===== config.mk =====
export PLATFORM = sky130hd
export DESIGN_NAME = neuralCore
export DESIGN_NICKNAME = d
export VERILOG_FILES = /design/src/verilog/neuralPkg.sv /design/src/verilog/featureBuffer.sv /design/src/verilog/hiddenNeuron.sv /design/src/verilog/outputNeuron.sv /design/src/verilog/neuralCore.sv
export SDC_FILE = /design/constraint.sdc
export NUM_CORES = 1
export LEC_CHECK = 0
export BUFFER_PORTS_ARGS = -buffer_cell sky130_fd_sc_hd__buf_2
export CORE_ASPECT_RATIO = 0.5
export CORE_UTILIZATION = 60
export DETAILED_ROUTE_END_ITERATION = 12
export HOLD_SLACK_MARGIN = 0.05
export PLACE_DENSITY_LB_ADDON = 0.3
export SLEW_MARGIN = 20
export SYNTH_ARGS = -nofsm -noshare
export SYNTH_HDL_FRONTEND = slang
export SYNTH_SLANG_ARGS = --single-unit
export TNS_END_PERCENT = 5

===== constraint.sdc =====
create_clock -name clk -period 7.05 [get_ports clk]
set_clock_uncertainty 0.15 [all_clocks]
set_input_delay 2.115 -clock clk [delete_from_list [all_inputs] [get_ports clk]]
set_output_delay 2.115 -clock clk [all_outputs]
set_load 0.01 [all_outputs]

===== src/verilog/neuralPkg.sv =====
package neuralPkg;

	// ~~~~~~~~~~~~~~~~~~~~
	// Word types.
	// ~~~~~~~~~~~~~~~~~~~~

	typedef logic signed [7:0] featureT; // Feature, hidden weight and hidden bias.
	typedef logic [7:0] activationT; // ReLU output, never negative.
	typedef logic [7:0] scoreT;
	typedef logic [4:0] featureIndexT;

	localparam int numFeatures = 30;
	localparam int numHidden = 2;

	// Index of the final word in a frame.
	localparam featureIndexT lastFeature = featureIndexT'(numFeatures - 1);

	// ~~~~~~~~~~~~~~~~~~~~
	// Hidden layer.
	// ~~~~~~~~~~~~~~~~~~~~

	// Products keep only their low byte, so all values below wrap modulo 256.
	localparam featureT hiddenWeights [numHidden][numFeatures] = '{
		'{
			8'sb11111100, // Feature 0.
			8'sb00011100,
			8'sb01000010,
			8'sb11001111,
			8'sb00000101,
			8'sb01000001,
			8'sb00011100,
			8'sb10000110,
			8'sb00011000,
			8'sb10100000,
			8'sb11101010, // Feature 10.
			8'sb00011000,
			8'sb00101000,
			8'sb00000101,
			8'sb00111100,
			8'sb11000100,
			8'sb00111110,
			8'sb00011011,
			8'sb11111010,
			8'sb00000010,
			8'sb11101110, // Feature 20.
			8'sb00111111,
			8'sb11000110,
			8'sb11100010,
			8'sb11101111,
			8'sb00011110,
			8'sb00100111,
			8'sb11111111,
			8'sb00010010,
			8'sb00000110
		},
		'{
			8'sb00010011, // Feature 0.
			8'sb11110101,
			8'sb00100110,
			8'sb11011001,
			8'sb00001110,
			8'sb10111010,
			8'sb00110001,
			8'sb11100111,
			8'sb00000111,
			8'sb01010010,
			8'sb11110001, // Feature 10.
			8'sb00101101,
			8'sb10011100,
			8'sb00011001,
			8'sb11101000,
			8'sb00000011,
			8'sb01001011,
			8'sb11010110,
			8'sb00111010,
			8'sb11111101,
			8'sb00010110, // Feature 20.
			8'sb10101001,
			8'sb00001001,
			8'sb01100100,
			8'sb11000011,
			8'sb00100001,
			8'sb11101101,
			8'sb01011000,
			8'sb11110110,
			8'sb00001011
		}
	};

	localparam featureT hiddenBias [numHidden] = '{
		8'sb11111001,
		8'sb00001100
	};

	// ~~~~~~~~~~~~~~~~~~~~
	// Output layer.
	// ~~~~~~~~~~~~~~~~~~~~

	// One weight per hidden neuron, in the order of the hidden instances.
	localparam featureT outputWeights [numHidden] = '{
		8'sb00101011,
		8'sb11010011
	};

	localparam featureT outputBias = 8'sb00000100;

endpackage


===== src/verilog/featureBuffer.sv =====
module featureBuffer (
	input logic clk,
	input logic reset,
	input logic inReq,
	input neuralPkg::featureT inData,
	output logic inAck,
	output neuralPkg::featureT featureWord,
	output neuralPkg::featureIndexT featureIndex,
	output logic featureValid,
	output logic featureLast,
	input logic frameDone
);

	typedef enum logic [1:0]
	{
		receive,
		sweep,
		waitResult
	} bufferStateT;

	bufferStateT state;
	neuralPkg::featureT frame [neuralPkg::numFeatures];
	neuralPkg::featureIndexT wordCount;
	logic takeWord;

	// A word is taken only in receive, and only once per four-phase cycle.
	assign takeWord = (state == receive) && inReq && !inAck;

	assign featureWord = frame[featureIndex];
	assign featureLast = featureValid && (featureIndex == neuralPkg::lastFeature);

	// ~~~~~~~~~~~~~~~~~~~~
	// Frame storage.
	// ~~~~~~~~~~~~~~~~~~~~

	always_ff @(posedge clk)
	begin
		if (takeWord)
			frame[wordCount] <= inData;
	end

	// ~~~~~~~~~~~~~~~~~~~~
	// Handshake and sweep control.
	// ~~~~~~~~~~~~~~~~~~~~

	always_ff @(posedge clk)
	begin
		if (reset)
		begin
			state <= receive;
			inAck <= 1'b0;
			wordCount <= '0;
			featureIndex <= '0;
			featureValid <= 1'b0;
		end
		else
		begin
			// The last acknowledge of a frame may still fall during the sweep.
			if (takeWord)
				inAck <= 1'b1;
			else if (!inReq)
				inAck <= 1'b0;

			case (state)
				receive:
				begin
					if (takeWord)
					begin
						if (wordCount == neuralPkg::lastFeature)
						begin
							wordCount <= '0;
							featureIndex <= '0;
							featureValid <= 1'b1; // Index 0 goes out next cycle.
							state <= sweep;
						end
						else
							wordCount <= wordCount + 1'b1;
					end
				end
				sweep:
				begin
					if (featureLast)
					begin
						featureValid <= 1'b0;
						featureIndex <= '0;
						state <= waitResult;
					end
					else
						featureIndex <= featureIndex + 1'b1;
				end
				waitResult:
				begin
					if (frameDone)
						state <= receive;
				end
				default:
					state <= receive;
			endcase
		end
	end

endmodule


===== src/verilog/hiddenNeuron.sv =====
module hiddenNeuron #(
	parameter int neuronIndex = 0
) (
	input logic clk,
	input logic reset,
	input neuralPkg::featureT featureWord,
	input neuralPkg::featureIndexT featureIndex,
	input logic featureValid,
	input logic featureLast,
	output neuralPkg::activationT activation,
	output logic hiddenValid
);

	neuralPkg::featureT weight;
	neuralPkg::featureT product;
	neuralPkg::featureT baseSum;
	neuralPkg::featureT partialSum;
	neuralPkg::featureT nextSum;
	logic finish;

	assign weight = neuralPkg::hiddenWeights[neuronIndex][featureIndex];

	// Only the low byte of the product survives, as in the parallel neuron.
	assign product = featureWord * weight;

	// The bias seeds the sum at index 0, so no clear is needed between frames.
	assign baseSum = (featureIndex == '0) ? neuralPkg::hiddenBias[neuronIndex] : partialSum;
	assign nextSum = baseSum + product; // Wraps modulo 256.

	assign finish = featureValid && featureLast;

	always_ff @(posedge clk)
	begin
		if (featureValid)
			partialSum <= nextSum;
	end

	// ~~~~~~~~~~~~~~~~~~~~
	// ReLU and result.
	// ~~~~~~~~~~~~~~~~~~~~

	always_ff @(posedge clk)
	begin
		if (reset)
		begin
			activation <= '0;
			hiddenValid <= 1'b0;
		end
		else
		begin
			hiddenValid <= finish;
			if (finish)
			begin
				if (nextSum[7])
					activation <= '0; // Negative sums clamp to zero.
				else
					activation <= neuralPkg::activationT'(nextSum);
			end
		end
	end

endmodule


===== src/verilog/outputNeuron.sv =====
module outputNeuron (
	input logic clk,
	input logic reset,
	input neuralPkg::activationT hiddenA,
	input logic validA,
	input neuralPkg::activationT hiddenB,
	input logic validB,
	output logic resReq,
	output neuralPkg::scoreT resScore,
	input logic resAck,
	output logic frameDone
);

	typedef enum logic [1:0]
	{
		idle,
		holdRequest,
		waitRelease
	} resultStateT;

	resultStateT state;
	neuralPkg::activationT hiddenAReg;
	neuralPkg::activationT hiddenBReg;
	logic heldA;
	logic heldB;
	neuralPkg::featureT productA;
	neuralPkg::featureT productB;
	neuralPkg::featureT outputSum;

	// Activations are at most 127, so the signed view of them is exact.
	assign productA = $signed(hiddenAReg) * neuralPkg::outputWeights[0];
	assign productB = $signed(hiddenBReg) * neuralPkg::outputWeights[1];
	assign outputSum = productA + productB + neuralPkg::outputBias;

	always_ff @(posedge clk)
	begin
		if (validA)
			hiddenAReg <= hiddenA;
		if (validB)
			hiddenBReg <= hiddenB;
	end

	always_ff @(posedge clk)
	begin
		if (reset)
		begin
			state <= idle;
			heldA <= 1'b0;
			heldB <= 1'b0;
			resReq <= 1'b0;
			resScore <= '0;
			frameDone <= 1'b0;
		end
		else
		begin
			frameDone <= 1'b0;
			if (validA)
				heldA <= 1'b1;
			if (validB)
				heldB <= 1'b1;

			case (state)
				idle:
				begin
					if (heldA && heldB)
					begin
						resScore <= outputSum[7] ? '0 : neuralPkg::scoreT'(outputSum);
						resReq <= 1'b1;
						heldA <= 1'b0;
						heldB <= 1'b0;
						state <= holdRequest;
					end
				end
				holdRequest:
				begin
					if (resAck)
					begin
						resReq <= 1'b0;
						state <= waitRelease;
					end
				end
				waitRelease:
				begin
					// The sink has let go, so the buffer may take the next frame.
					if (!resAck)
					begin
						frameDone <= 1'b1;
						state <= idle;
					end
				end
				default:
					state <= idle;
			endcase
		end
	end

endmodule


===== src/verilog/neuralCore.sv =====
module neuralCore (
	input logic clk,
	input logic reset,
	input logic inReq,
	input neuralPkg::featureT inData,
	output logic inAck,
	output logic resReq,
	output neuralPkg::scoreT resScore,
	input logic resAck
);

	neuralPkg::featureT featureWord;
	neuralPkg::featureIndexT featureIndex;
	logic featureValid;
	logic featureLast;
	neuralPkg::activationT activationA;
	neuralPkg::activationT activationB;
	logic validA;
	logic validB;
	logic frameDone;

	featureBuffer buffer (
		.clk(clk),
		.reset(reset),
		.inReq(inReq),
		.inData(inData),
		.inAck(inAck),
		.featureWord(featureWord),
		.featureIndex(featureIndex),
		.featureValid(featureValid),
		.featureLast(featureLast),
		.frameDone(frameDone)
	);

	// Both hidden neurons see the same sweep and finish in the same cycle.
	hiddenNeuron #(.neuronIndex(0)) hiddenZero (
		.clk(clk),
		.reset(reset),
		.featureWord(featureWord),
		.featureIndex(featureIndex),
		.featureValid(featureValid),
		.featureLast(featureLast),
		.activation(activationA),
		.hiddenValid(validA)
	);

	hiddenNeuron #(.neuronIndex(1)) hiddenOne (
		.clk(clk),
		.reset(reset),
		.featureWord(featureWord),
		.featureIndex(featureIndex),
		.featureValid(featureValid),
		.featureLast(featureLast),
		.activation(activationB),
		.hiddenValid(validB)
	);

	outputNeuron scorer (
		.clk(clk),
		.reset(reset),
		.hiddenA(activationA),
		.validA(validA),
		.hiddenB(activationB),
		.validB(validB),
		.resReq(resReq),
		.resScore(resScore),
		.resAck(resAck),
		.frameDone(frameDone)
	);

endmodule


==> impl_metrics.py <==
metrics = {
    "yosys": {
        "synthDistinctLibCells": 72,
        "synth_top_family_by_area": "adder cells",
        "netlist_instances": 1240,
        "async_reset_ff_frac": 0,
        "synth_area_leaders": "edfxtp_1, ha_1, fa_1",
        "yosys_warnings": 0,
        "synth_most_common_cell": "edfxtp_1",
        "syn_nets": 1392,
        "synth_ff_type": "edfxtp_1",
        "ys_seq_area_frac": 0.549,
        "synth_top_area_share": 0.492,
        "yosys.area_share.adder": 0.130,
        "synth.area.mux_share": 0.0911,
        "synthXorXnorAreaFrac": 0.0330,
        "synth-edff-count": 270,
        "synth_common_cells": "edfxtp_1, inv_1, nand2_1, ha_1, nor2_1",
        "synth.avg_cell_area_um2": 13.3,
        "ys_ff_latch": 317,
        "synth_compound_area_frac": 0.0673,
        "syn_area_um2": 16500,
        "yosys.area_share.simple": 0.0809,
        "synth_top_area_cell": "edfxtp_1",
    },
    "placed_design": {
        "port_buffers": 20,
        "place.gp.congestion": 0.925,
        "dp_hpwl_um": 24900,
        "placed_area_um2": 17100,
    },
    "detailed_routing": {
        "wire_per_inst_um": 21.6,
        "vias": 10000,
        "drcViolationCount": 0,
        "via_per_inst": 6.02,
        "highest_layer": "met4",
        "drt-initial-drc-count": 1244,
        "met2_wirelength_um": 17000,
        "dr.pass1.iters": 6,
        "drt_wl_total_um": 35900,
        "ant_nets": 0,
        "met3_length_um": 2950,
        "drt-met1-wl_um": 15000,
    },
    "cells_and_area": {
        "area_growth_pct": 9.49,
        "drive_gt1_frac": 0.131,
        "final_nets": 1442,
        "n_antenna_cell": 0,
        "seq_area_um2": 9050,
        "multi_input_area_um2": 6680,
        "fill_cells": 1862,
        "postLayoutCoreUtil": 0.676,
        "fin_area_um2": 18000,
    },
    "timing": {
        "min_period_over_period": 0.951,
        "finalCriticalPeriod_ns": 6.71,
        "worst_pin_slew_ns": 0.952,
        "hold_violations": 0,
        "maxSlewViolCount": 0,
        "setup_violations": 0,
        "final.setup.tns_ns": 0,
        "maxSlewHeadroom": 0.363,
        "rsz0062_at_grt": "no",
        "fmax_mhz": 149,
    },
    "power": {
        "design_power_total_mw": 3.96,
        "p_clk_frac": 0.370,
        "ir_drop_mv": 0.193,
        "sw_frac_of_total": 0.233,
        "p_comb_frac": 0.111,
        "power_density_nw_per_um2": 219,
        "leakage_nw": 6.64,
        "power_frac_seq": 0.520,
        "switching_power_mw": 0.923,
        "p_int_mw": 3.03,
    },
    "die": {
        "die_h_um": 119,
        "initial_utilization": 0.617,
        "die_width_um": 236,
        "coreArea_um2": 26700,
        "core.rowCount": 42,
        "dieArea_um2": 28200,
        "io_pins": 22,
    },
    "worst_setup_path": {
        "cp_max_fo": 11,
        "end_kind": "register",
        "crit_type": "register to register",
        "cp-start-kind": "register",
        "worst-endpoint-arrival_ns": 7.06,
        "required_ns": 7.41,
    },
    "global_routing": {
        "grt_pass1_vias": 9893,
        "grt.total_usage": 0.262,
        "grt_max_degree": 36,
        "antenna_found_initial": 0,
        "gr-total-overflow": 0,
        "grt_pass1_wl_um": 55900,
    },
    "clock_tree": {
        "cts_tree": "yes",
        "clock_tree.buffer_depth": 3,
        "clock_latency_ns": 0.58,
        "cts_root_buffer": "clkbuf_16",
        "htree_num_levels": 1,
        "clk_pin_slew_ns": 0.07,
        "numClockSinks": 317,
        "hold_buffers": 0,
        "cts_made_buffers": 27,
    },
    "status": {
        "status": "finished, final reports clean",
    },
    "min_path": {
        "hold_path.class": "register to register",
    },
    "run": {
        "drv_cap": 0,
    },
}
[placed cells by master, fill, tap and decap left out, drive strengths merged, types with 46 or more instances in the layout]
cell / count
edfxtp: 270
inv: 123
nand2: 102
ha: 88
nor2: 81
buf: 75
fa: 52
a21oi: 52
mux2i: 49
dfxtp: 47
xnor2: 46
[cells by family after synthesis]
| family | after synthesis |
|---|---|
| flip-flops | 317 |
| AND/OR/NAND/NOR | 286 |
| other | 1 |
| AO/OA/AOI/OAI | 167 |
| XOR/XNOR | 58 |
| buffers and inverters | 178 |
| adder cells (fa/ha/maj) | 140 |
| multiplexers | 93 |
[flip-flops by register name, summed over array words and instances, names as in the netlist, named ones only]
name	cells
buffer.frame	240
hiddenOne.partialSum	8
scorer.resReq	1
scorer.state	2
scorer.frameDone	1
hiddenZero.activation	7
scorer.resScore	7
buffer.featureIndex	5
buffer.state	2
buffer.wordCount	5
scorer.heldB	1
hiddenZero.hiddenValid	1
hiddenOne.activation	7
scorer.hiddenAReg	7
scorer.heldA	1
hiddenZero.partialSum	8
buffer.featureValid	1
scorer.hiddenBReg	7
buffer.inAck	1
[worst paths after layout]
check                                  end  cells past startpoint  slack, ns                     start
setup / recovery  hiddenZero.activation[4]                     26       0.34                  register
hold / removal        scorer.hiddenAReg[1]                      0       0.28  hiddenZero.activation[1]
setup reg to reg  hiddenZero.activation[4]                     26       0.34                  register
hold reg to reg       scorer.hiddenAReg[1]                      0       0.28  hiddenZero.activation[1]
[per-stage QoR]
| step | hold slack [ns] | std cells | setup slack [ns] |
|---|---|---|---|
| global placement | 0.263 | 1607 | 0.148 |
| global route | 0.285 | 1660 | 0.0469 |
| CTS | 0.280 | 1654 | 0.00699 |
| floorplan | 0.258 | 1240 | 0.546 |
| detailed placement | 0.265 | 1607 | 0.0282 |
| finish | 0.280 | 1660 | 0.343 |
[timing repair]
action / CTS / global route
gates resized for setup: 0 / 19
buffers inserted: 0 / 6
endpoints found under the setup margin: 0 / 14
[layer usage]
layer,track usage,vias up
li1,-,4544
met1,0.369,4988
met2,0.421,391
met3,0.0496,78
met4,0.0731,0
met5,0,-
[final cells by class]
| cell class | instances | share of cell area |
|---|---|---|
| Multi-Input combinational cell | 745 | 0.371 |
| Timing Repair Buffer | 75 | 0.0305 |
| Clock inverter | 12 | 0.00687 |
| Inverter | 124 | 0.0260 |
| Clock buffer | 35 | 0.0397 |
| Tap cell | 352 | 0.0244 |
| Sequential cell | 317 | 0.502 |
[power by group through the flow]
stage	Combinational (mW)	Clock (mW)	Sequential (mW)
final	0.438	1.46	2.05
after global routing	0.495	1.54	2.05
after CTS	0.447	1.47	2.05
after detailed placement	0.442	0	2.10
after global placement	0.432	0	2.10
after floorplan	0.326	0	2.10
[critical path, cell delays in order, from the launching register on]
cell	delay, ns
dfxtp_4	0.47
buf_4	0.19
mux4_1	0.61
o31ai_4	0.22
a31oi_1	0.09
a21oi_1	0.18
a41oi_2	0.08
buf_4	0.24
nand2_1	0.08
fa_1	0.41
inv_1	0.08
fa_1	0.42
ha_1	0.29
inv_1	0.05
fa_1	0.47
inv_1	0.04
ha_1	0.29
ha_1	0.28
a21o_1	0.17
a21oi_1	0.21
xnor2_1	0.16
xnor2_1	0.17
xnor2_1	0.16
xnor2_1	0.16
xnor3_2	0.44
or3_1	0.39
a21oi_1	0.13
Note: power is estimated with default switching activity, not from simulation.
